## config.mk

```make
export PLATFORM = sky130hd
export DESIGN_NAME = aluExecute
export DESIGN_NICKNAME = d
export VERILOG_FILES = /design/src/source/corePkg.sv /design/src/source/aluExecute.sv
export VERILOG_INCLUDE_DIRS = /design/src /design/src/source
export SDC_FILE = /design/constraint.sdc
export NUM_CORES = 2
export LEC_CHECK = 0
export BUFFER_PORTS_ARGS = -buffer_cell sky130_fd_sc_hd__clkbuf_2
export CORE_UTILIZATION = 50
export CTS_CLUSTER_DIAMETER = 150
export DETAILED_ROUTE_END_ITERATION = 6
export PLACE_DENSITY = 0.78
export SYNTH_ARGS = -nofsm -noshare
export SYNTH_HDL_FRONTEND = slang
export SYNTH_SLANG_ARGS = --single-unit
```

## constraint.sdc

```tcl
create_clock -name clock -period 11 [get_ports clock]
set_clock_uncertainty 0.15 [all_clocks]
set_input_delay 2.2 -clock clock [delete_from_list [all_inputs] [get_ports clock]]
set_output_delay 2.2 -clock clock [all_outputs]
set_load 0.005 [all_outputs]
```

## src/source/core_macros.svh

```systemverilog
`ifndef CORE_MACROS_SVH
`define CORE_MACROS_SVH

`define REG_ID_W    7           // Register id width
`define GPR_COUNT   32
`define GPR_IDX_W   5           // Array index bits below the special id flag
`define DATA_W      64
`define HALF_W      32          // Multiply operand and product half
`define INSTR_W     32
`define IMM_W       33          // Immediate with sign bit on top
`define IMM_FLD_W   10
`define PC_W        32
`define PC_STEP     32'd4
`define OP_W        4

// Instruction fields
`define FLD_OP      31:28
`define FLD_RN      27:22
`define FLD_RS      21:16
`define FLD_RT      15:10
`define FLD_IMM     9:0

// Special register ids
`define GR_DLR      7'd32
`define GR_DHR      7'd33
`define GR_SP       7'd34
`define GR_PC       7'd35
`define GR_IMM      7'd62
`define GR_ZZR      7'd63

`endif

```

## src/source/corePkg.sv

```systemverilog
`include "core_macros.svh"

package corePkg;

	// Ids below 32 select the array and bit 5 marks a special id
	typedef logic [`REG_ID_W-1:0] regId;

	typedef logic [`DATA_W-1:0] regVal;

	typedef logic [`INSTR_W-1:0] instrWord;

	// Bit 32 carries the sign for extension to 64 bits
	typedef logic [`IMM_W-1:0] immVal;

	typedef logic [`PC_W-1:0] pcVal;

	typedef logic [`HALF_W-1:0] halfVal;

	// Operation field of the instruction word
	typedef enum logic [`OP_W-1:0] {
		opNop  = 4'd0,
		opAdd  = 4'd1,      // Rn = Rs + Rt
		opSub  = 4'd2,      // Rn = Rs - Rt
		opAnd  = 4'd3,
		opOr   = 4'd4,
		opXor  = 4'd5,
		opAddi = 4'd6,      // Rt replaced by the immediate
		opMuls = 4'd7       // Product goes to DLR and DHR
	} aluOp;

endpackage

```

## src/source/aluExecute.sv

```systemverilog
`timescale 1ns/1ps
`include "core_macros.svh"

module aluExecute (
	input  logic          clock,
	input  logic          rst,
	input  logic          hold,
	input  logic          issue,
	input  corePkg::aluOp  op,
	input  corePkg::regId  idRn,
	input  corePkg::regVal valRs,
	input  corePkg::regVal valRt,
	output corePkg::regId  idRn1,
	output corePkg::regId  idRn2,
	output corePkg::regVal valRn1,
	output corePkg::regVal valRn2,
	output logic          ex2Valid,
	output logic          mulValid,
	output logic          mulInFlight,
	output corePkg::regVal mulLo,
	output corePkg::regVal mulHi
);

	logic                 ex1Valid;
	corePkg::aluOp         ex1Op;
	corePkg::regVal        ex1A;
	corePkg::regVal        ex1B;
	logic signed [`DATA_W-1:0] product;
	corePkg::regVal        ex2Prod;

	always_ff @(posedge clock) begin
		if (rst) begin
			ex1Valid <= 1'b0;
			ex1Op    <= corePkg::opNop;
			idRn1    <= `GR_ZZR;
			ex2Valid <= 1'b0;
			mulValid <= 1'b0;
			idRn2    <= `GR_ZZR;
		end else if (!hold) begin
			ex1Valid <= issue;
			ex1Op    <= issue ? op : corePkg::opNop;
			idRn1    <= issue ? idRn : `GR_ZZR;     // Bubble when nothing issues
			ex2Valid <= ex1Valid;
			mulValid <= ex1Valid && (ex1Op == corePkg::opMuls);
			idRn2    <= idRn1;
		end
	end

	always_ff @(posedge clock) begin
		if (!hold) begin
			ex1A    <= valRs;
			ex1B    <= valRt;
			valRn2  <= valRn1;
			ex2Prod <= product;
		end
	end

	always_comb begin
		case (ex1Op)
			corePkg::opAdd, corePkg::opAddi: valRn1 = ex1A + ex1B;
			corePkg::opSub: valRn1 = ex1A - ex1B;
			corePkg::opAnd: valRn1 = ex1A & ex1B;
			corePkg::opOr:  valRn1 = ex1A | ex1B;
			corePkg::opXor: valRn1 = ex1A ^ ex1B;
			default:        valRn1 = '0;
		endcase
	end

	// Signed 32x32 with the full 64-bit product
	assign product = $signed(ex1A[`HALF_W-1:0]) * $signed(ex1B[`HALF_W-1:0]);

	assign mulLo = {{`HALF_W{ex2Prod[`HALF_W-1]}}, ex2Prod[`HALF_W-1:0]};
	assign mulHi = {{`HALF_W{ex2Prod[`DATA_W-1]}}, ex2Prod[`DATA_W-1:`HALF_W]};

	assign mulInFlight = (ex1Valid && (ex1Op == corePkg::opMuls)) || mulValid;

endmodule

```

==> impl_metrics.json <==
{
  "ys_types": 78,
  "routabilityCongestion": 1.06,
  "initial_core_util": 0.506,
  "row_count": 117,
  "start_kind": "register",
  "cp-end-kind": "register",
  "synth_seq_cells": 277,
  "grt.total_usage": 0.318,
  "worst_pin_slew_ns": 1.30,
  "cp_max_fo": 19,
  "fmax_mhz": 93.1,
  "antenna_found_initial": 13,
  "cts_max_level": 2,
  "numClockSinks": 277,
  "layout_common_cells": "inv_1 (1,083), fa_1 (1,083), nor2_1 (631)",
  "area_growth_syn_to_layout_pct": 8.51,
  "layout.cells.non_filler": 6996,
  "cts_buffer_depth": 3,
  "grt_pass1_wl_um": 249000,
  "drt_pre_antenna_iters": 7,
  "critPathSlowestCell": "a211oi_1",
  "status": "complete, but fails checks",
  "drc_errors": 12,
  "synth_edf_count": 256,
  "dpl.cell_count": 6923,
  "wl_um": 163000,
  "slew_headroom": 0.133,
  "die_area_mm2": 0.105,
  "design.core.area_mm2": 0.102,
  "synth.avg_cell_area_um2": 9.66,
  "critPathArrivalTime_ns": 10.89,
  "rsz0062_at_grt": "no",
  "hold_path_class": "register to register",
  "portBuffers": 415,
  "cts_tree": "built",
  "criticalPathCategory": "register to register",
  "netlist_area_mm2": 0.0516,
  "crit_path_frequent_cell": "fa_1",
  "hold_violations": 0,
  "synthArstFlopShare": 0,
  "max-cap-violations": 0,
  "grt-ovfl-total": 0,
  "drv_slew": 0,
  "drive_gt1_frac": 0.111,
  "ys_warn_count": 0,
  "cts_hold_buf": 0,
  "critPathRequiredTime_ns": 11.15,
  "grt_pass1_vias": 42300,
  "fin_crit_sh": 0.976,
  "ys_seq_area_frac": 0.157,
  "postCtsSetupBuffers": 0,
  "clk_latency_ns": 0.61,
  "cts_resized": 0,
  "path_clk_slew_ns": 0.06,
  "root_buffer": "clkbuf_16",
  "nets": 7195,
  "final_antenna_net_count": 0,
  "num_io_pins": 416,
  "die_w_um": 323,
  "wl_per_cell_um": 23.4,
  "syn_inst": 5348,
  "synth_ff_type": "edfxtp_1",
  "setup_viol": 0,
  "via_per_inst": 5.79,
  "fin_crit_ns": 10.74,
  "violations": "design-rule violations",
  "fp.dieH_um": 323,
  "vias": 40500,
  "tns_ns": 0,
  "cp_slowest_stage_delay_ns": 1.02,
  "hpwl_um": 132000,
  "cts_made_buffers": 35,
  "drtIter0Drc": 4287,
  "grt_max_degree": 126,
  "synth_fp_nets": 6951
}
[critical path, delay by kind of cell, from the launching register on]
kind                     cells  cell delay [ns]
XOR/XNOR                     1             0.13
buffers and inverters        7             1.36
AO/OA/AOI/OAI                7             2.64
adder cells (fa/ha/maj)      9             4.35
flip-flops                   1             0.95
AND/OR/NAND/NOR              4             0.83
[stage by stage]
step	instance area (um2)	util	setup slack, ns	hold WS (ns)
floorplan	51600	-	0.585	0.313
detailed placement	54900	0.538	0.371	0.305
global placement	54900	0.538	0.440	0.298
finish	56000	0.549	0.259	0.313
global route	56000	0.549	0.0379	0.349
CTS	56000	0.549	0.255	0.319
[cells in the mapped netlist, types with 25 or more instances]
cell type,number,area [um2]
ha_1,377,4720
nand4_1,30,188
xor2_1,43,377
a21oi_1,147,736
edfxtp_1,256,7690
nor2_1,631,2370
a22oi_1,53,398
a31oi_1,25,156
nand3_1,30,150
a21o_1,73,548
o21bai_1,36,270
o21ai_0,83,415
inv_1,1084,4070
buf_4,65,488
buf_1,56,210
xnor2_1,144,1260
nand2_1,545,2050
o221ai_1,53,464
clkbuf_1,201,754
fa_1,1083,21700
[flip-flops by register name, indices dropped and copies added (netlist names), 4 cells and up]
name	cells
valRn2	64
ex1B	64
ex1A	64
idRn1	7
ex1Op	4
idRn2	7
ex2Prod	64
[cell families after synthesis]
| kind of cell | share of synthesized area |
|---|---|
| AO/OA/AOI/OAI | 0.0803 |
| XOR/XNOR | 0.0320 |
| adder cells (fa/ha/maj) | 0.511 |
| buffers and inverters | 0.109 |
| flip-flops | 0.157 |
| multiplexers | 0.00116 |
| AND/OR/NAND/NOR | 0.109 |
[final cells by class]
cell class,instances,area (um2)
Sequential cell,277,8110
Clock inverter,21,245
Inverter,1114,4200
Tap cell,1368,1710
Clock buffer,43,906
Timing Repair Buffer,530,2940
Antenna cell,9,22.5
Fill cell,8896,46000
Multi-Input combinational cell,3634,37900
[final timing paths]
path	to	slack [ns]	startpoint	depth (start not counted)
hold / removal	idRn2[2]	0.31	idRn2[2]	1
setup reg to reg	ex2Prod[63]	0.26	ex1A[19]	28
setup / recovery	ex2Prod[63]	0.26	ex1A[19]	28
hold reg to reg	idRn2[2]	0.31	idRn2[2]	1
[routing by layer]
layer  vias to the layer above  global-route usage  wire [um]
met5                         -                   0         27
li1                      16900                   -          -
met1                     20300               0.391      56600
met4                         4               0.194      12200
met2                      2551               0.498      75300
met3                       675              0.0872      19300
Power is left out: the tool's default activity adds up to more than one toggle a clock period on the data nets, which glitch-free logic cannot reach.
