<file path="src/source/core_macros.svh">
`ifndef CORE_MACROS_SVH
`define CORE_MACROS_SVH

`define REG_ID_W    7           // Register id width
`define GPR_COUNT   32
`define GPR_IDX_W   5           // Array index bits below the special id flag
`define DATA_W      64
`define HALF_W      32          // Multiply operand and product half
`define INSTR_W     32
`define IMM_W       33          // Immediate with sign bit on top
`define IMM_FLD_W   10
`define PC_W        32
`define PC_STEP     32'd4
`define OP_W        4

// Instruction fields
`define FLD_OP      31:28
`define FLD_RN      27:22
`define FLD_RS      21:16
`define FLD_RT      15:10
`define FLD_IMM     9:0

// Special register ids
`define GR_DLR      7'd32
`define GR_DHR      7'd33
`define GR_SP       7'd34
`define GR_PC       7'd35
`define GR_IMM      7'd62
`define GR_ZZR      7'd63

`endif

</file>
<file path="src/source/corePkg.sv">
`include "core_macros.svh"

package corePkg;

	// Ids below 32 select the array and bit 5 marks a special id
	typedef logic [`REG_ID_W-1:0] regId;

	typedef logic [`DATA_W-1:0] regVal;

	typedef logic [`INSTR_W-1:0] instrWord;

	// Bit 32 carries the sign for extension to 64 bits
	typedef logic [`IMM_W-1:0] immVal;

	typedef logic [`PC_W-1:0] pcVal;

	typedef logic [`HALF_W-1:0] halfVal;

	// Operation field of the instruction word
	typedef enum logic [`OP_W-1:0] {
		opNop  = 4'd0,
		opAdd  = 4'd1,      // Rn = Rs + Rt
		opSub  = 4'd2,      // Rn = Rs - Rt
		opAnd  = 4'd3,
		opOr   = 4'd4,
		opXor  = 4'd5,
		opAddi = 4'd6,      // Rt replaced by the immediate
		opMuls = 4'd7       // Product goes to DLR and DHR
	} aluOp;

endpackage

</file>
<file path="src/source/resultStage.sv">
`timescale 1ns/1ps
`include "core_macros.svh"

module resultStage (
	input  logic          clock,
	input  logic          rst,
	input  logic          hold,
	input  logic          ex2Valid,
	input  logic          mulValid,
	input  corePkg::regId  idRn2,
	input  corePkg::regVal valRn2,
	input  corePkg::regVal mulLo,
	input  corePkg::regVal mulHi,
	input  corePkg::regVal outDlr,
	input  corePkg::regVal outDhr,
	output corePkg::regId  idRn3,
	output corePkg::regVal valRn3,
	output corePkg::regVal inDlr,
	output corePkg::regVal inDhr,
	output logic          mulInEx3,
	output logic          retireValid,
	output corePkg::regId  retireId,
	output corePkg::regVal retireValue
);

	corePkg::regVal ex3Hi;

	always_ff @(posedge clock) begin
		if (rst) begin
			retireValid <= 1'b0;
			mulInEx3    <= 1'b0;
			idRn3       <= `GR_ZZR;
		end else if (!hold) begin
			retireValid <= ex2Valid;
			mulInEx3    <= mulValid;
			idRn3       <= idRn2;
		end
	end

	// For MULS the slot value is the low half, as retired
	always_ff @(posedge clock) begin
		if (!hold) begin
			valRn3 <= mulValid ? mulLo : valRn2;
			ex3Hi  <= mulHi;
		end
	end

	assign retireId    = idRn3;
	assign retireValue = valRn3;

	// Product lands on the next edge, otherwise DLR/DHR recirculate
	assign inDlr = mulInEx3 ? valRn3 : outDlr;
	assign inDhr = mulInEx3 ? ex3Hi : outDhr;

	// Decode forces the MULS destination, so it must arrive here as ZZR
	assert property (@(posedge clock) disable iff (rst)
		(retireValid && mulInEx3) |-> (retireId == `GR_ZZR))
		else $error("MULS retired with a destination other than ZZR");

endmodule

</file>
<file path="config.mk">
export PLATFORM = sky130hd
export DESIGN_NAME = resultStage
export DESIGN_NICKNAME = d
export VERILOG_FILES = /design/src/source/corePkg.sv /design/src/source/resultStage.sv
export VERILOG_INCLUDE_DIRS = /design/src /design/src/source
export SDC_FILE = /design/constraint.sdc
export NUM_CORES = 1
export LEC_CHECK = 0
export BUFFER_PORTS_ARGS = -buffer_cell sky130_fd_sc_hd__buf_2
export CORE_AREA = 2 2 233 235
export DETAILED_ROUTE_END_ITERATION = 8
export DIE_AREA = 0 0 235 237
export HOLD_SLACK_MARGIN = 0.02
export PLACE_DENSITY = 0.48
export RECOVER_POWER = 50
export SLEW_MARGIN = 20
export SYNTH_ARGS = -nofsm -noshare
export SYNTH_HDL_FRONTEND = slang
export SYNTH_SLANG_ARGS = --single-unit
</file>
<file path="constraint.sdc">
create_clock -name clock -period 5.6 [get_ports clock]
set_clock_uncertainty 0.2 [all_clocks]
set_input_delay 0.84 -clock clock [delete_from_list [all_inputs] [get_ports clock]]
set_output_delay 0.84 -clock clock [all_outputs]
set_load 0.02 [all_outputs]
</file>
==> metrics.md, run 1 <==
| Metric | Value |
|---|---|
| Part of the Yosys area used for sequential elements | `56.8%` |
| Share of the synthesized netlist area taken by xor and xnor gates | `0%` |
| First drt pass iteration count | `5` |
| Number of cell instances on the worst register-to-register path | `2` |
| Cell with the most instances after synthesis | `sky130_fd_sc_hd__mux2_2` |
| Routed WL | `26.5 mm` |
| Sequential cell area | `approximately 4000 um^2` |
| Total number of H-tree levels | `4` |
| Chip height | `237 um` |
| Adder-Cell Fraction of Synth Area | `0%` |
| Total vias in the final route | `5715` |
| Time the final worst path needs with I/O delays and setup | `4.25 ns` |
| Post-synth EDFFs | `128` |
| Latest clock arrival within the worst-skew pair | `approximately 0.45 ns` |
| Number of cells produced by synthesis | `442` |
| Floorplan die width | `235 um` |
| Final-layout fill cell count | `about 5.9k` |
| Placer Congestion | `0.869` |
| Slew of the pin with the lowest slew margin | `4.06 ns` |
| Family with the most delay on the worst path | `buffers and inverters` |
| Fraction of synthesized cell area taken by the top area cell type | `54.2%` |
| TritonCTS sink count | `137` |
| Largest buffer count on any clock path | `2` |
| Register bit count reported by yosys | `137` |
| Reg-to-Reg End | `mulInEx3` |
| Cts repair resizes | `0` |
| Power share of the combinational group | `23.2%` |
| Number of warning messages in the yosys log | `0` |
| WL/cell | `15.7 um` |
| Kind of capture point of the worst setup path | `flop` |
| Area of the multi-input gates | `2290 um^2` |
| Area of all placed cells without fillers | `about 11000 um^2` |
| Source of the worst register-to-register timing path | `mulInEx3` |
| Antenna-violating nets left | `0` |
| Worst reg2reg setup slack | `roughly 4.2 ns` |
| Number of buffers inserted by post-CTS setup repair | `0` |
| Leakage | `4.63 nW` |
| Final net count | `around 1.3k` |
| Netlist area before placement | `about 7000 um^2` |
| Largest area contributor in the synthesized netlist | `sky130_fd_sc_hd__edfxtp_1` |
| Post-CTS Hold Buffers | `0` |
| Max FO, Critical Path | `65` |
| Delay contributed by the slowest stage of the critical path | `around 2.8 ns` |
| Violated checks | `max-capacitance violations, max-slew violations` |
| All-layer global routing usage | `between 9 and 10%` |
| Worst hold path stage count | `1` |
| Fraction of the mapped netlist area in simple logic gates | `less than 1%` |
| Mean Syn Cell Area | `16.0 um^2` |
| Relative max-transition margin | `-170%` |
| Dominant cells by area after synthesis | `sky130_fd_sc_hd__edfxtp_1 (54%), sky130_fd_sc_hd__mux2_2 (31%), sky130_fd_sc_hd__buf_4 (7.7%)` |
| Worst hold path endpoint | `idRn3[0]` |
| Compound-gate portion of the synthesized area | `0.742%` |
| Data required time at the worst endpoint | `5.59 ns` |
| Critical path startpoint category | `input pin` |
| Area after DPL | `approximately 10000 um^2` |
| Global-route wire length before repair | `36.8 mm` |
| TritonCTS clock tree | `built` |
| Highest clock frequency the design can meet | `235 MHz` |
| Buffers and inverters on the worst path | `1` |
| Area enclosed by the die boundary | `55700 um^2` |
| Ports placed on the boundary | `604` |
| Peak supply drop | `0.177 mV` |
| Number of global-route vias before repair | `~5.7k` |
| PortBufs | `603` |
| Total power divided by cell area | `281 nW/um^2` |
| # DRC | `0` |
| Final worst path period share | `75.8%` |
| P&R area growth vs syn | `51.1%` |
| Switching power summed over all nets | `0.931 mW` |
| Violation count after the first detailed-route iteration | `154` |
| Cell row count | `85` |
| DP Wirelength | `between 20 and 25 mm` |
| Mux share of post-synthesis cell area | `30.9%` |
| Final Hold Violating Endpoints | `0` |
| Worst-path clk slew | `0.06 ns` |
| Clock network power share | `33.7%` |
| Largest family of logic cells by synthesized area | `multiplexers` |
| Portion of total power attributed to sequential cells | `43.1%` |
| Worst-path cell with the longest stage delay | `sky130_fd_sc_hd__clkbuf_1` |
| Number of distinct library cell variants in the gate-level netlist after synthesis | `12` |
| Proportion of register bits with asynchronous set or reset after synthesis | `0%` |
| Status | `finished with violations` |
| Vias per std cell | `3.40` |
| Class of the most critical setup path | `in -> reg` |
| Critical hold path startpoint | `idRn3[0]` |
| Starting density of the core | `13.3%` |
| Final number of setup-violating endpoints | `0` |
| Number of antenna violations at the first check in global routing | `2` |
| Setup TNS | `0 ns` |
| CTS Root Buffer Type | `sky130_fd_sc_hd__clkbuf_16` |
| Internal Dissipation | `between 2 and 2.5 mW` |
| Net Sw Frac | `between 30% and 40%` |
| Grt ovf | `0` |
| Worst path arrival time | `4.24 ns` |
| Fraction of final layout cells with drive strength greater than 1 | `roughly 79%` |
| Synth top cells by count | `sky130_fd_sc_hd__mux2_2 (192), sky130_fd_sc_hd__edfxtp_1 (128), sky130_fd_sc_hd__buf_4 (73)` |
| Minimum hold slack | `0.298 ns` |
| Synth Net Count | `774` |
| Largest net degree at the start of global routing | `78` |
| RSZ-0062 raised after global routing | `no` |
| Max Transition Viols Final | `130` |
| Cell-by-cell trace of the critical path | `clkbuf_1 > mux2_2` |
| Clock buffer count from CTS | `17` |
| Hold Path Class | `reg -> reg` |
| Count of max-cap constraint violations | `2` |
| Most used flip-flop cell after synthesis | `sky130_fd_sc_hd__edfxtp_1` |
| Core outline area | `53300 um^2` |
metal layers:
layer	global-route usage, %	share of wire [%]
met3	3.94	9.8
met1	9.91	37
met4	4.85	3.4
met2	15.7	50
met5	0	0
power groups by stage:
stage               registers, mW  logic (mW)  clock network (mW)
finish                       1.30       0.697                1.01
global route                 1.31       0.742                1.12
CTS                          1.30       0.712                1.07
detailed placement           1.32       0.710                   0
global placement             1.32       0.709                   0
floorplan                    1.34       0.419                   0
stage by stage:
stage | util, % | setup slack [ns] | instances | power, mW
floorplan | - | 1.43 | 442 | 1.76
global placement | 19.3 | 2.68 | 1649 | 2.03
detailed placement | 19.3 | 2.62 | 1649 | 2.03
CTS | 20.2 | 2.09 | 1681 | 3.09
global route | 20.1 | 1.06 | 1682 | 3.17
finish | 20.1 | 1.35 | 1682 | 3.01
final cells by class:
| class | instances | share of cell area [%] |
|---|---|---|
| inverters | 1 | 0.0818 |
| clock inverters | 13 | 0.760 |
| multi-input cells | 210 | 21.4 |
| diodes | 1 | 0.0234 |
| well taps | 696 | 8.13 |
| flip-flops and latches | 137 | 37.6 |
| clock buffers | 19 | 4.04 |
| repair buffers | 605 | 27.9 |
placed cells by master (no fill, tap or decap):
master	synthesis	layout
sky130_fd_sc_hd__dfxtp_4	0	1
sky130_fd_sc_hd__clkinvlp_4	0	4
sky130_fd_sc_hd__a211o_1	6	6
sky130_fd_sc_hd__clkbuf_1	0	45
sky130_fd_sc_hd__inv_6	0	2
sky130_fd_sc_hd__mux2_2	192	188
sky130_fd_sc_hd__mux2i_1	3	3
sky130_fd_sc_hd__mux2_1	0	4
sky130_fd_sc_hd__clkinv_2	0	6
sky130_fd_sc_hd__nor2_1	3	3
sky130_fd_sc_hd__dfxtp_1	9	8
sky130_fd_sc_hd__nor2b_1	6	6
sky130_fd_sc_hd__edfxtp_1	128	128
sky130_fd_sc_hd__buf_12	0	1
sky130_fd_sc_hd__diode_2	0	1
sky130_fd_sc_hd__clkbuf_2	0	1
sky130_fd_sc_hd__clkbuf_16	0	17
sky130_fd_sc_hd__clkinv_4	0	1
sky130_fd_sc_hd__clkinv_1	0	1
sky130_fd_sc_hd__buf_2	2	560
how the worst max path moves through the flow:
stage	start	end	slack (ns)	cells past startpoint
finish	mulValid	retireValue[47]	1.35	2
global route	mulValid	retireValue[47]	1.06	2
CTS	mulInEx3	inDlr[61]	2.09	3
detailed placement	mulInEx3	inDlr[61]	2.62	3
global placement	mulInEx3	inDhr[3]	2.68	3
floorplan	hold	ex3Hi[0]	1.43	2
flip-flops by register name (all words and copies together) (netlist names):
register     cells
mulInEx3         1
idRn3            7
retireValue     64
retireValid      1
ex3Hi           64
cells by family after synthesis:
| group | count (synthesis) |
|---|---|
| flip-flops | 137 |
| multiplexers | 195 |
| AO/OA/AOI/OAI | 6 |
| AND/OR/NAND/NOR | 9 |
| buffers and inverters | 95 |
Power figures use the tool's default switching activity.
==> run 2, diff against run 1 <==
--- a/config.mk
+++ b/config.mk
@@ -7,11 +7,11 @@
 export NUM_CORES = 1
 export LEC_CHECK = 0
 export BUFFER_PORTS_ARGS = -buffer_cell sky130_fd_sc_hd__buf_2
-export CORE_AREA = 2 2 233 235
+export CORE_AREA = 2 2 232 234
 export DETAILED_ROUTE_END_ITERATION = 8
-export DIE_AREA = 0 0 235 237
+export DIE_AREA = 0 0 234 236
 export HOLD_SLACK_MARGIN = 0.02
-export PLACE_DENSITY = 0.48
+export PLACE_DENSITY = 0.49
 export RECOVER_POWER = 50
 export SLEW_MARGIN = 20
 export SYNTH_ARGS = -nofsm -noshare
==> constraint.sdc (replaced) <==
create_clock -name clock -period 3.84 [get_ports clock]
set_clock_uncertainty 0.2 [all_clocks]
set_input_delay 0.576 -clock clock [delete_from_list [all_inputs] [get_ports clock]]
set_output_delay 0.576 -clock clock [all_outputs]
set_load 0.02 [all_outputs]
==> run 2 against run 1 <==
Effect of this change: the flow still finishes with violations (max-capacitance violations, max-slew violations); combinational power is 46% higher; global-route usage is 0.92 points lower; final cell count stayed put; sequential cell count stayed put; sequential share of layout area is 0.32 points lower; register-to-register slack worse by 1.7 ns; critical endpoint is now retireValue[43]; largest power group unchanged; highest routed layer unchanged.
==> metrics.md, run 2 (synthesis gave the netlist of run 1 again) <==
| Metric | Value |
|---|---|
| RSZ-0062 raised after global routing | `no (unchanged)` |
| Internal Dissipation | `3.17 mW (was 2.08 mW)` |
| Hold Path Class | `in -> reg (was reg -> reg)` |
| Placer Congestion | `0.789 (was 0.869)` |
| Max Transition Viols Final | `196 (was 130)` |
| Cts repair resizes | `0 (unchanged)` |
| Switching power summed over all nets | `1.35 mW (was 0.931 mW)` |
| Vias per std cell | `3.38 (was 3.40)` |
| Count of max-cap constraint violations | `3 (was 2)` |
| Global-route wire length before repair | `32.6 mm (was 36.8 mm)` |
| Antenna-violating nets left | `0 (unchanged)` |
| Net Sw Frac | `29.8% (was 30.9%)` |
| Final-layout fill cell count | `5735 (was 5862)` |
| Sequential cell area | `4030 um^2 (unchanged)` |
| Overall power | `4.52 mW (was 3.01 mW)` |
| Area enclosed by the die boundary | `55200 um^2 (was 55700 um^2)` |
| Leakage | `4.74 nW (was 4.63 nW)` |
| Number of antenna violations at the first check in global routing | `3 (was 2)` |
| Violation count after the first detailed-route iteration | `220 (was 154)` |
| Fraction of final layout cells with drive strength greater than 1 | `83.0% (was 79.3%)` |
| Chip height | `236 um (was 237 um)` |
| Number of global-route vias before repair | `5517 (was 5714)` |
| Peak supply drop | `0.301 mV (was 0.177 mV)` |
| Post-CTS Hold Buffers | `0 (unchanged)` |
| Setup TNS | `0 ns (unchanged)` |
| Total number of H-tree levels | `4 (unchanged)` |
| Worst-path clk slew | `0.06 ns (about the same)` |
| Status | `finished with violations (unchanged)` |
| Highest clock frequency the design can meet | `around 360 MHz` |
| WL/cell | `14.5 um (was 15.7 um)` |
| Most frequent cells in the layout | `sky130_fd_sc_hd__buf_2 (596), sky130_fd_sc_hd__mux2_2 (189), sky130_fd_sc_hd__edfxtp_1 (128) (was sky130_fd_sc_hd__buf_2 (560), sky130_fd_sc_hd__mux2_2 (188), sky130_fd_sc_hd__edfxtp_1 (128))` |
| Slew of the pin with the lowest slew margin | `1.88 ns (was 4.06 ns)` |
| Minimum hold slack | `0.0896 ns (was 0.298 ns)` |
| Latest clock arrival within the worst-skew pair | `0.45 ns (about the same)` |
| TritonCTS sink count | `137 (unchanged)` |
| Area after DPL | `10300 um^2 (about the same)` |
| Largest buffer count on any clock path | `2 (unchanged)` |
| CTS Root Buffer Type | `sky130_fd_sc_hd__clkbuf_16 (unchanged)` |
| Starting density of the core | `13.4% (was 13.3%)` |
| PortBufs | `603 (unchanged)` |
| Number of buffers inserted by post-CTS setup repair | `0 (unchanged)` |
| First drt pass iteration count | `4 (was 5)` |
| Final number of setup-violating endpoints | `0 (unchanged)` |
| Class of the most critical setup path | `in -> reg (unchanged)` |
| Relative max-transition margin | `-25.6% (was -170%)` |
| DP Wirelength | `19.4 mm (was 21.5 mm)` |
| # DRC | `0 (unchanged)` |
| Data required time at the worst endpoint | `3.48 ns (was 5.59 ns)` |
| Ant diodes | `0 (was 1)` |
| Final Hold Violating Endpoints | `0 (unchanged)` |
| Kind of capture point of the worst setup path | `flop (unchanged)` |
| Commonest non-fill, non-tap cell in the layout | `sky130_fd_sc_hd__buf_2 (unchanged)` |
| Critical path startpoint category | `input pin (unchanged)` |
| Clock buffer count from CTS | `17 (unchanged)` |
| Total power divided by cell area | `418 nW/um^2 (was 281 nW/um^2)` |
| P&R area growth vs syn | `52.4% (was 51.1%)` |
| TritonCTS clock tree | `built (unchanged)` |
| Largest net degree at the start of global routing | `131 (was 78)` |
| Ports placed on the boundary | `604 (unchanged)` |
| Area of the multi-input gates | `2290 um^2 (unchanged)` |
| Area of all placed cells without fillers | `10800 um^2 (was 10700 um^2)` |
| Routed WL | `24.4 mm (was 26.5 mm)` |
| Final worst path period share | `72.9%` |
| Floorplan die width | `234 um (was 235 um)` |
| Portion of total power attributed to sequential cells | `41.5% (was 43.1%)` |
| Time the final worst path needs with I/O delays and setup | `between 2 and 3 ns` |
| Grt ovf | `0 (unchanged)` |
| Final net count | `1305 (was 1304)` |
| Cell row count | `85 (unchanged)` |
| Max FO, Critical Path | `71 (was 65)` |
| Clock network power share | `35.9% (was 33.7%)` |
| Core outline area | `53100 um^2 (was 53300 um^2)` |
| Worst path arrival time | `2.44 ns (was 4.24 ns)` |
| Total vias in the final route | `5684 (was 5715)` |
| Power share of the combinational group | `22.6% (was 23.2%)` |
| All-layer global routing usage | `8.38% (was 9.30%)` |
| Violated checks | `max-capacitance violations, max-slew violations (unchanged)` |
[run 2: changes by cell type in the layout (fill, tap and decap cells not counted), sizes merged]
cell	previous run	this run
buf	561	597
bufinv	0	2
clkbuf	63	28
clkinv	8	9
clkinvlp	4	2
diode	1	0
inv	2	1
[run 2: worst paths after layout]
path | start | to | slack (ns) | depth (start not counted)
min reg2reg | idRn3[4] | idRn3[4] | 0.30 | 1
max | hold | retireValue[43] | 1.04 | 3
max reg2reg | mulInEx3 | mulInEx3 | 2.44 | 3
min | mulHi[61] | ex3Hi[61] | 0.09 | 1
[run 2: cell type report]
cell class | count | area share, %
sequential | 137 | 37.3
timing repair buffer | 606 | 28.2
multi-input combinational | 210 | 21.2
tap | 696 | 8.06
clock buffer | 19 | 4.01
clock inverter | 13 | 1.19
inverter | 1 | 0.0463
[run 2: power by group through the flow]
stage	Sequential, mW	Combinational, mW	Clock (mW)
4_1_cts	1.88	1.04	1.71
2_1_floorplan	1.95	0.611	0
3_3_place_gp	1.91	1.03	0
3_5_place_dp	1.91	1.03	0
5_1_grt	1.89	1.09	1.76
6_report	1.88	1.02	1.62
[run 2: routing by layer]
layer  track usage [%]  wire [um]  vias up
met4              3.86        466        0
met3              3.29       2450       20
met2              15.0      12600      373
met1              8.45       8880     2641
li1                  -          -     2650
met5                 0          0        -
[run 2: critical path, stage by stage]
cell and delay, ns:
sky130_fd_sc_hd__clkbuf_1 0.55, sky130_fd_sc_hd__clkinvlp_2 0.28, sky130_fd_sc_hd__clkbuf_2 0.93
[run 2: stage by stage]
stage	utilization, %	setup WS [ns]	std cells
after floorplan	-	0.627	442
after global placement	19.4	1.55	1650
after detailed placement	19.4	1.54	1650
after CTS	20.4	1.00	1682
after global routing	20.3	0.721	1682
final	20.3	1.04	1682
