<file path="config.mk">
export PLATFORM = sky130hd
export DESIGN_NAME = opDecode
export DESIGN_NICKNAME = d
export VERILOG_FILES = /design/src/source/corePkg.sv /design/src/source/opDecode.sv
export VERILOG_INCLUDE_DIRS = /design/src /design/src/source
export SDC_FILE = /design/constraint.sdc
export NUM_CORES = 1
export LEC_CHECK = 0
export ABC_AREA = 1
export BUFFER_PORTS_ARGS = -buffer_cell sky130_fd_sc_hd__buf_4
export CAP_MARGIN = 40
export CELL_PAD_IN_SITES_DETAIL_PLACEMENT = 1
export CELL_PAD_IN_SITES_GLOBAL_PLACEMENT = 2
export CORE_MARGIN = 3
export CORE_UTILIZATION = 22
export CTS_CLUSTER_DIAMETER = 120
export DETAILED_ROUTE_END_ITERATION = 12
export HOLD_SLACK_MARGIN = 0.15
export MAX_ROUTING_LAYER = met4
export PLACE_DENSITY_LB_ADDON = 0.1
export SYNTH_ARGS = -nofsm -noshare
export SYNTH_HDL_FRONTEND = slang
export SYNTH_SLANG_ARGS = --single-unit
</file>
<file path="constraint.sdc">
create_clock -name clock -period 1.8 [get_ports clock]
set_clock_uncertainty 0.1 [all_clocks]
set_input_delay 0.18 -clock clock [delete_from_list [all_inputs] [get_ports clock]]
set_output_delay 0.18 -clock clock [all_outputs]
set_load 0.1 [all_outputs]
</file>
<file path="src/source/core_macros.svh">
`ifndef CORE_MACROS_SVH
`define CORE_MACROS_SVH

`define REG_ID_W    7           // Register id width
`define GPR_COUNT   32
`define GPR_IDX_W   5           // Array index bits below the special id flag
`define DATA_W      64
`define HALF_W      32          // Multiply operand and product half
`define INSTR_W     32
`define IMM_W       33          // Immediate with sign bit on top
`define IMM_FLD_W   10
`define PC_W        32
`define PC_STEP     32'd4
`define OP_W        4

// Instruction fields
`define FLD_OP      31:28
`define FLD_RN      27:22
`define FLD_RS      21:16
`define FLD_RT      15:10
`define FLD_IMM     9:0

// Special register ids
`define GR_DLR      7'd32
`define GR_DHR      7'd33
`define GR_SP       7'd34
`define GR_PC       7'd35
`define GR_IMM      7'd62
`define GR_ZZR      7'd63

`endif

</file>
<file path="src/source/corePkg.sv">
`include "core_macros.svh"

package corePkg;

	// Ids below 32 select the array and bit 5 marks a special id
	typedef logic [`REG_ID_W-1:0] regId;

	typedef logic [`DATA_W-1:0] regVal;

	typedef logic [`INSTR_W-1:0] instrWord;

	// Bit 32 carries the sign for extension to 64 bits
	typedef logic [`IMM_W-1:0] immVal;

	typedef logic [`PC_W-1:0] pcVal;

	typedef logic [`HALF_W-1:0] halfVal;

	// Operation field of the instruction word
	typedef enum logic [`OP_W-1:0] {
		opNop  = 4'd0,
		opAdd  = 4'd1,      // Rn = Rs + Rt
		opSub  = 4'd2,      // Rn = Rs - Rt
		opAnd  = 4'd3,
		opOr   = 4'd4,
		opXor  = 4'd5,
		opAddi = 4'd6,      // Rt replaced by the immediate
		opMuls = 4'd7       // Product goes to DLR and DHR
	} aluOp;

endpackage

</file>
<file path="src/source/opDecode.sv">
`timescale 1ns/1ps
`include "core_macros.svh"

module opDecode (
	input  logic             clock,
	input  logic             rst,
	input  logic             hold,
	input  logic             instrValid,
	input  corePkg::instrWord instr,
	input  logic             mulInFlight,     // MULS in EX1 or EX2
	input  logic             mulInEx3,        // MULS about to commit
	output corePkg::regId     idRs,
	output corePkg::regId     idRt,
	output corePkg::regId     idRn,
	output corePkg::immVal    imm,
	output corePkg::aluOp     op,
	output corePkg::pcVal     pc,
	output logic             issue,
	output logic             instrStall
);

	logic [5:0] fieldRn;
	logic [5:0] fieldRs;
	logic [5:0] fieldRt;
	logic       opWrites;
	logic       rnWritable;
	logic       readsMul;

	assign op      = corePkg::aluOp'(instr[`FLD_OP]);
	assign fieldRn = instr[`FLD_RN];
	assign fieldRs = instr[`FLD_RS];
	assign fieldRt = instr[`FLD_RT];

	assign idRs = {1'b0, fieldRs};
	assign idRt = (op == corePkg::opAddi) ? `GR_IMM : {1'b0, fieldRt};

	// Only ALU ops produce a result for Rn, never MULS or NOP
	assign opWrites = op inside {corePkg::opAdd, corePkg::opSub, corePkg::opAnd,
		corePkg::opOr, corePkg::opXor, corePkg::opAddi};

	// Of the specials only DLR, DHR and SP hold state
	assign rnWritable = !fieldRn[5] ||
		({1'b0, fieldRn} inside {`GR_DLR, `GR_DHR, `GR_SP});

	assign idRn = (opWrites && rnWritable) ? {1'b0, fieldRn} : `GR_ZZR;

	assign imm = {{(`IMM_W - `IMM_FLD_W){instr[`IMM_FLD_W-1]}}, instr[`FLD_IMM]};

	assign readsMul = (idRs == `GR_DLR) || (idRs == `GR_DHR) ||
		(idRt == `GR_DLR) || (idRt == `GR_DHR);

	// DLR and DHR are stale until the product commits after EX3
	assign instrStall = instrValid && readsMul && (mulInFlight || mulInEx3);

	assign issue = instrValid && !hold && !instrStall;

	// PC of the instruction now on instr
	always_ff @(posedge clock) begin
		if (rst) begin
			pc <= '0;
		end else if (issue) begin
			pc <= pc + `PC_STEP;
		end
	end

	// A pending MULS leaves EX3 within three unheld cycles
	assert property (@(posedge clock) disable iff (rst)
		(instrStall && !hold) ##1 (instrStall && !hold) ##1 (instrStall && !hold)
		|=> !instrStall)
		else $error("Interlock on DLR/DHR held for more than three cycles");

endmodule

</file>
==> results of run 1 <==
## placed cells by master (no fill, tap or decap), drive strengths merged
master  count
xor2        7
xnor2       3
nor3        4
conb        5
o211ai      1
a21oi      29
buf        87
nand3b     13
nand3      15
clkinv      1
ha          1
clkbuf      7
dfxtp      30
nand2     164
or2         1
nor2       60
inv        32
o21ai       7
## power by group through the flow
stage | Clock, mW | Combinational [mW] | Sequential [mW]
after floorplan | 0 | 0.711 | 0.711
after global placement | 0 | 0.487 | 0.687
final | 0.871 | 0.482 | 0.674
after global routing | 0.933 | 0.506 | 0.674
after detailed placement | 0 | 0.487 | 0.688
after CTS | 0.895 | 0.488 | 0.673
## metrics by stage
| stage | power (mW) | hold WS (ps) | setup WS (ps) | cells |
|---|---|---|---|---|
| global placement | 1.17 | 261 | 181 | 599 |
| detailed placement | 1.17 | 261 | 158 | 599 |
| global route | 2.11 | 239 | 5.76 | 607 |
| floorplan | 1.42 | 311 | 12.1 | 429 |
| CTS | 2.06 | 231 | 141 | 607 |
| finish | 2.03 | 217 | 187 | 607 |
## final cells by class
cell class,instances,area (um2)
multi-input combinational,310,1470
fill,1457,7910
sequential,30,642
clock inverter,1,5.00
tap,140,175
inverter,32,120
timing repair buffer,87,666
clock buffer,7,143
## kinds of logic (layout without fill, tap and decap cells)
kind of cell    Yosys count  in the layout
compound gates           37             37
fa+ha+maj                 1              1
flops                    30             30
other cells               1              5
buf+inv                  89            127
xor+xnor                 10             10
simple gates            257            257
## final timing paths
kind | startpoint | end | slack (ps) | cells after the start
hold reg to reg | pc[5] | pc[5] | 400 | 2
hold / removal | rst | pc[26] | 220 | 2
setup / recovery | instr[28] | idRn[3] | 190 | 9
setup reg to reg | pc[2] | pc[12] | 210 | 8
## per-layer routing
| layer | vias up | part of all wire | GRT usage |
|---|---|---|---|
| li1 | 1341 | - | - |
| met1 | 1211 | 0.47 | 0.186 |
| met2 | 44 | 0.48 | 0.236 |
| met3 | 5 | 0.041 | 0.0228 |
| met4 | 0 | 0.0067 | 0.0317 |
| met5 | - | 0 | - |
==> results.json, run 1 <==
{
  "cts_max_level": 2,
  "routed_wirelength_mm": 8.91,
  "finalSetupViolations": 0,
  "grt_max_degree": 31,
  "async_flop_share": 0,
  "synth.distinct_cells": 27,
  "cpPeakStageDelay_ps": 230,
  "crit_type": "input pin to output port",
  "p_int_mw": 1.32,
  "synth_simple_gate_area_frac": 0.430,
  "port-buffer-count": 79,
  "p_leak_nw": 1.34,
  "hold_viol": 0,
  "start_kind": "input pin",
  "stdcell_area_mm2": 0.00322,
  "ys_seq_area_frac": 0.235,
  "slowest_stage": "nor3_1",
  "synth_xor_area_frac": 0.0342,
  "synth-seq-cells": 30,
  "finalCritPeriodShare": 0.896,
  "synth_flop_cell": "dfxtp_1",
  "cts_tree": "built",
  "worst_path_most_repeated_cell": "buf_4",
  "rsz0062_at_grt": "false",
  "cts_hold_buf": 0,
  "synth.avg_cell_area_um2": 6.02,
  "drive_gt1_frac": 0.340,
  "cts-root-buf": "clkbuf_16",
  "grt_pass1_vias": 2733,
  "run_status": "finished clean",
  "fp.dieArea_mm2": 0.0130,
  "start_util": 0.230,
  "combinationalPowerShare": 0.238,
  "p_seq_frac": 0.332,
  "yosys_warnings": 0,
  "synth_top_family_by_area": "simple AND/OR/NAND/NOR gates",
  "critPathMaxFanout": 5,
  "wl_per_cell_um": 14.7,
  "power.density_mw_per_mm2": 629,
  "cts_sinks": 30,
  "cts_resized": 0,
  "syn2layout_area_growth_pct": 25.8,
  "drt-pass1-iter-count": 4,
  "num_rows": 38,
  "crit_chain": "buf_4 > nand2_1 > nor2_1 > nor3_1 > buf_4 > nand2_4 > nand2_1 > nand2_2 > buf_4",
  "cts.path.max_buffers": 2,
  "regMostFlops": "pc",
  "maxCapViolCount": 0,
  "path_buf_inv": 3,
  "placed_cell_area_mm2": 0.00307,
  "synthCells": 425,
  "top_regs": "pc: 30 flops",
  "synth_compound_area_frac": 0.0880,
  "synth.top_cell.area_share": 0.235,
  "cp.required_ps": 1520,
  "hp-class": "input pin to flip-flop",
  "synthAdderAreaFrac": 0.00489,
  "core_mm2": 0.0111,
  "cp_data_arrival_time_ps": 1330,
  "clk_pin_slew_ps": 60,
  "vias": 2601,
  "final_nets": 505,
  "finalCriticalPeriod_ps": 1610,
  "drc": 0,
  "crit_family": "simple AND/OR/NAND/NOR gates",
  "routed_via_density": 4.29,
  "die_w_um": 114,
  "die_h_um": 114,
  "postCtsSetupRepairBufs": 0,
  "syn_area_mm2": 0.00256,
  "slew_violations": 0,
  "track_usage": 0.143,
  "antenna_left": 0,
  "place_hpwl_mm": 7.15,
  "n_antenna_cell": 0,
  "swShare": 0.347,
  "drtIter0Drc": 87,
  "synth_edf_count": 0,
  "synthMuxAreaShare": 0,
  "synth_most_common_cell": "nand2_1",
  "peakVddDrop_mv": 0.290,
  "clkPwrFrac": 0.430,
  "antenna_found_initial": 0,
  "grt_pass1_wl_mm": 14.3,
  "switching_power_uw": 703,
  "largest_reg_flops": 30,
  "cp-end-kind": "output port",
  "synth_area_leaders": "dfxtp_1 (23%), nand2_1 (22%), buf_4 (14%)",
  "overflow": 0,
  "worstSkewPairLatency_ps": 280,
  "max_freq_ghz": 0.620,
  "setup_tns_ps": 0,
  "utilization": 0.289,
  "ys_top_cells_by_count": "nand2_1 (151), nor2_1 (57), buf_4 (48)",
  "synth_top_area_cell": "dfxtp_1",
  "gp_congestion": 0.789,
  "io_pins": 130,
  "cts_made_buffers": 5
}
Note: power is estimated with default switching activity, not from simulation.
==> run 2: changes to the inputs <==
--- a/config.mk
+++ b/config.mk
@@ -12,7 +12,7 @@
 export CELL_PAD_IN_SITES_DETAIL_PLACEMENT = 1
 export CELL_PAD_IN_SITES_GLOBAL_PLACEMENT = 2
 export CORE_MARGIN = 3
-export CORE_UTILIZATION = 22
+export CORE_UTILIZATION = 24
 export CTS_CLUSTER_DIAMETER = 120
 export DETAILED_ROUTE_END_ITERATION = 12
 export HOLD_SLACK_MARGIN = 0.15
==> constraint.sdc (replaced) <==
create_clock -name clock -period 2 [get_ports clock]
set_clock_uncertainty 0.1 [all_clocks]
set_input_delay 0.2 -clock clock [delete_from_list [all_inputs] [get_ports clock]]
set_output_delay 0.2 -clock clock [all_outputs]
set_load 0.1 [all_outputs]
==> results.json, run 2 (synthesis gave the netlist of run 1 again) <==
{
  "run_status": "finished clean",
  "finalSetupViolations": 0,
  "rr_worst_depth": 8,
  "worstSkewPairLatency_ps": 280,
  "maxCapViolCount": 0,
  "overflow": 0,
  "clkPwrFrac": 0.383,
  "setup_tns_ps": 0,
  "slew_violations": 0,
  "p_int_mw": 1.09,
  "postCtsSetupRepairBufs": 0,
  "drt-pass1-iter-count": 4,
  "combinationalPowerShare": 0.256,
  "io_pins": 130,
  "clk_pin_slew_ps": 70,
  "port-buffer-count": 79,
  "start_kind": "input pin",
  "start_util": 0.247,
  "final_nets": 503,
  "drtIter0Drc": 83,
  "utilization": 0.304,
  "r2r_slack_ps": 380,
  "syn2layout_area_growth_pct": 23.1,
  "cts.path.max_buffers": 2,
  "hp-start": "rst",
  "min_path_cells": 2,
  "antenna_left": 0,
  "top_regs": "pc: 30 flops",
  "cp.required_ps": 1700,
  "cts_made_buffers": 5,
  "fp.dieArea_mm2": 0.0119,
  "peakVddDrop_mv": 0.215,
  "gp_congestion": 0.784,
  "hold_viol": 0,
  "cts_hold_buf": 0,
  "n_antenna_cell": 0,
  "finalPower_mw": 1.68,
  "p_leak_nw": 1.31,
  "routed_via_density": 4.29,
  "grt_pass1_wl_mm": 13.9,
  "cts_max_level": 2,
  "layoutNonFillerInstCount": 600,
  "crit_type": "input pin to output port",
  "grt_pass1_vias": 2666,
  "cts_tree": "built",
  "die_w_um": 109,
  "regMostFlops": "pc",
  "num_rows": 37,
  "cts-root-buf": "clkbuf_8",
  "finalCritPeriodShare": 0.833,
  "place_inst": 593,
  "placed_cell_area_mm2": 0.00304,
  "drc": 0,
  "routed_wirelength_mm": 8.60,
  "critPathLaunch": "instr[28]",
  "largest_reg_flops": 30,
  "cts_sinks": 30,
  "finalCriticalPeriod_ps": 1670,
  "drive_gt1_frac": 0.315,
  "core_mm2": 0.0104,
  "rsz0062_at_grt": "false",
  "max_freq_ghz": 0.601,
  "antenna_found_initial": 0,
  "p_seq_frac": 0.360,
  "vias": 2573,
  "grt_max_degree": 31,
  "cp-end-kind": "output port",
  "cts_resized": 0,
  "final_cell_mix": "nand2_1 (145), buf_4 (83), nor2_1 (57)",
  "r2r-start": "pc[2]",
  "track_usage": 0.155,
  "power.density_mw_per_mm2": 534,
  "critPathMaxFanout": 5,
  "swShare": 0.349,
  "stdcell_area_mm2": 0.00315,
  "wl_per_cell_um": 14.3,
  "place_hpwl_mm": 6.90,
  "final_common_cell": "nand2_1",
  "switching_power_uw": 587,
  "die_h_um": 109,
  "cp_data_arrival_time_ps": 1370,
  "hp-class": "input pin to flip-flop",
  "nFillCells": 1378
}
run 2: changes by cell type in the layout (fill, tap and decap cells not counted), sizes merged:
cell and change:
clkinv -1, clkbuf -1, buf -2, bufinv +1
run 2: final timing paths:
kind | end
worst max-delay path | idRn[2]
worst min-delay path | pc[24]
worst max register to register | pc[18]
worst min register to register | pc[8]
run 2: layout make-up:
type | instances | area (um2) | area share
Multi-Input combinational cell | 310 | 1460 | 0.463
Timing Repair Buffer | 85 | 663 | 0.210
Sequential cell | 30 | 626 | 0.199
Tap cell | 136 | 170 | 0.0540
Inverter | 32 | 120 | 0.0381
Clock buffer | 6 | 82.6 | 0.0262
Clock inverter | 1 | 30.0 | 0.00953
run 2: through the flow:
step           hold WS [ps]  setup WS [ps]
2_1_floorplan           331          -21.2
3_3_place_gp            301            350
3_5_place_dp            301            303
4_1_cts                 219            302
5_1_grt                 236            161
6_report                229            335
run 2: per-layer routing:
metal  GRT usage  routed length, um
met2       0.255               4070
met1       0.205               4160
met5           -                  0
met4      0.0276                 38
met3      0.0237                336
run 2: power by group through the flow:
stage | logic (mW) | registers [mW] | clock network (mW)
6_report | 0.431 | 0.606 | 0.644
3_3_place_gp | 0.435 | 0.620 | 0
2_1_floorplan | 0.638 | 0.641 | 0
5_1_grt | 0.452 | 0.607 | 0.687
4_1_cts | 0.437 | 0.606 | 0.676
3_5_place_dp | 0.436 | 0.620 | 0
run 2: worst max-delay path, cell delays in order:
cell and delay (ps):
buf_4 120, nand2_1 70, nor2_1 40, nor3_1 270
o211ai_1 130, nand2_1 220, nand2_2 70, buf_4 230
==> run 3: changes to the inputs <==
--- a/config.mk
+++ b/config.mk
@@ -6,13 +6,13 @@
 export SDC_FILE = /design/constraint.sdc
 export NUM_CORES = 1
 export LEC_CHECK = 0
-export ABC_AREA = 1
+export ABC_AREA = 0
 export BUFFER_PORTS_ARGS = -buffer_cell sky130_fd_sc_hd__buf_4
 export CAP_MARGIN = 40
 export CELL_PAD_IN_SITES_DETAIL_PLACEMENT = 1
 export CELL_PAD_IN_SITES_GLOBAL_PLACEMENT = 2
 export CORE_MARGIN = 3
-export CORE_UTILIZATION = 24
+export CORE_UTILIZATION = 20
 export CTS_CLUSTER_DIAMETER = 120
 export DETAILED_ROUTE_END_ITERATION = 12
 export HOLD_SLACK_MARGIN = 0.15
==> constraint.sdc (replaced) <==
create_clock -name clock -period 1.4 [get_ports clock]
set_clock_uncertainty 0.1 [all_clocks]
set_input_delay 0.14 -clock clock [delete_from_list [all_inputs] [get_ports clock]]
set_output_delay 0.14 -clock clock [all_outputs]
set_load 0.1 [all_outputs]
==> results.json, run 3 <==
{
  "run_status": "finished with violations",
  "violations": "negative setup slack",
  "num_rows": 36,
  "crit_type": "flip-flop to flip-flop",
  "io_pins": 130,
  "rsz0062_at_grt": "true",
  "die_h_um": 108,
  "placed_cell_area_mm2": 0.00331,
  "core_mm2": 0.00995,
  "syn2layout_area_growth_pct": 99.4,
  "worstSkewPairLatency_ps": 280,
  "track_usage": 0.134,
  "cp_data_arrival_time_ps": 2050,
  "fp.dieArea_mm2": 0.0117,
  "die_w_um": 108,
  "drc": 0,
  "finalPower_mw": 2.28,
  "cts_tree": "built",
  "synth_top_area_cell": "dfxtp_1",
  "overflow": 0,
  "final_nets": 422,
  "cts_sinks": 30,
  "grt_pass1_vias": 2364,
  "final_common_cell": "buf_4",
  "finalCriticalPeriod_ps": 1930,
  "routed_wirelength_mm": 7.81,
  "synth-seq-cells": 30,
  "wl_per_cell_um": 15.1,
  "routed_via_density": 4.34,
  "synth_area_leaders": "dfxtp_1 (29%), buf_4 (17%), xnor2_1 (4.2%)",
  "power.density_mw_per_mm2": 547,
  "regMostFlops": "pc",
  "antenna_left": 0,
  "cts_max_level": 2,
  "place_inst": 480,
  "synth.distinct_cells": 43,
  "syn_area_mm2": 0.00209,
  "yosys_warnings": 0,
  "port-buffer-count": 79,
  "drt-pass1-iter-count": 4,
  "start_util": 0.210,
  "synth_edf_count": 0,
  "synthCells": 249,
  "synth_most_common_cell": "buf_4",
  "grt_pass1_wl_mm": 12.2,
  "top_regs": "pc: 30 flops",
  "drtIter0Drc": 45,
  "synth.avg_cell_area_um2": 8.38,
  "max_freq_ghz": 0.519,
  "critPathMaxFanout": 4,
  "maxCapViolCount": 0,
  "peakVddDrop_mv": 0.275,
  "cp.required_ps": 1520,
  "antenna_found_initial": 0,
  "hold_viol": 0,
  "ys_top_cells_by_count": "buf_4 (48), dfxtp_1 (30), nor2_1 (19)",
  "gp_congestion": 0.689,
  "cts-root-buf": "clkbuf_8",
  "synth.top_cell.area_share": 0.288,
  "slew_violations": 0,
  "cts_made_buffers": 5,
  "hp-class": "input pin to output port",
  "setup_slack_ps": -528,
  "async_flop_share": 0,
  "start_kind": "flip-flop",
  "place_hpwl_mm": 5.72,
  "finalCritPeriodShare": 1.38,
  "cts.path.max_buffers": 2,
  "drive_gt1_frac": 0.721,
  "largest_reg_flops": 30,
  "r2r-start": "pc[20]",
  "cp-end-kind": "flip-flop",
  "layoutNonFillerInstCount": 517,
  "hp-start": "instr[3]",
  "p_leak_nw": 1.75,
  "grt_max_degree": 25,
  "vias": 2246,
  "ys_seq_area_frac": 0.288,
  "clk_pin_slew_ps": 80,
  "synth_flop_cell": "dfxtp_1",
  "finalSetupViolations": 37,
  "stdcell_area_mm2": 0.00416,
  "n_antenna_cell": 0,
  "final_cell_mix": "buf_4 (119), buf_6 (41), dfxtp_4 (23)",
  "critPathLaunch": "pc[20]",
  "setup_tns_ps": -12030
}
## run 3: worst max-delay path: stages (launching register included)
cell	delay, ps
dfxtp_4	350
nand4_1	100
buf_4	170
nor4_4	260
nand4_4	150
buf_6	150
or4_1	460
a21oi_1	130
## run 3: worst paths after layout
path,cells past startpoint,end,slack [ps]
worst min register to register,2,pc[31],400
worst min-delay path,0,imm[3],180
worst max register to register,7,pc[30],-530
worst max-delay path,7,pc[30],-530
## run 3: layout make-up
type	instances	area, um2
clock buffer	5	68.8
clock inverter	3	21.3
fill	1115	5800
inverter	3	11.3
multi-input combinational	168	1580
sequential	30	692
tap	133	166
timing repair buffer	175	1620
## run 3: logic make-up (layout without fill, tap and decap cells)
| group | Yosys count | after routing | share of synthesized area |
|---|---|---|---|
| AO/OA/AOI/OAI | 33 | 33 | 0.0948 |
| XOR/XNOR | 14 | 14 | 0.0588 |
| adder cells (fa/ha/maj) | 1 | 1 | 0.00600 |
| buffers and inverters | 56 | 186 | 0.188 |
| flip-flops | 30 | 30 | 0.288 |
| multiplexers | 1 | 1 | 0.00540 |
| other | 1 | 5 | 0.00180 |
| AND/OR/NAND/NOR | 113 | 114 | 0.357 |
## run 3: power breakdown
| group | total, mW | internal [mW] | switching (mW) |
|---|---|---|---|
| combinational | 0.734 | 0.250 | 0.483 |
| clock | 0.723 | 0.349 | 0.374 |
| sequential | 0.818 | 0.814 | 0.00377 |
## run 3: what timing repair did
action | in CTS | in global routing
gates cloned | 1 | 0
gates resized for setup | 88 | 36
hold buffers | 1 | 0
hold endpoints to repair | 8 | 0
setup buffers | 18 | 13
endpoints found under the setup margin | 42 | 40
pin swaps | 44 | 32
## run 3: routing by layer
layer	wire length [um]	vias up	track usage
met2	4240	36	0.228
met5	0	-	-
met3	255	5	0.0239
met1	3270	1092	0.169
met4	38	0	0.0243
li1	-	1113	-
## run 3: through the flow
stage | setup slack (ps) | util | hold WS (ps)
3_5_place_dp | -664 | 0.332 | 181
2_1_floorplan | -641 | - | 198
3_3_place_gp | -636 | 0.332 | 181
6_report | -528 | 0.418 | 180
5_1_grt | -615 | 0.418 | 180
4_1_cts | -600 | 0.393 | 181
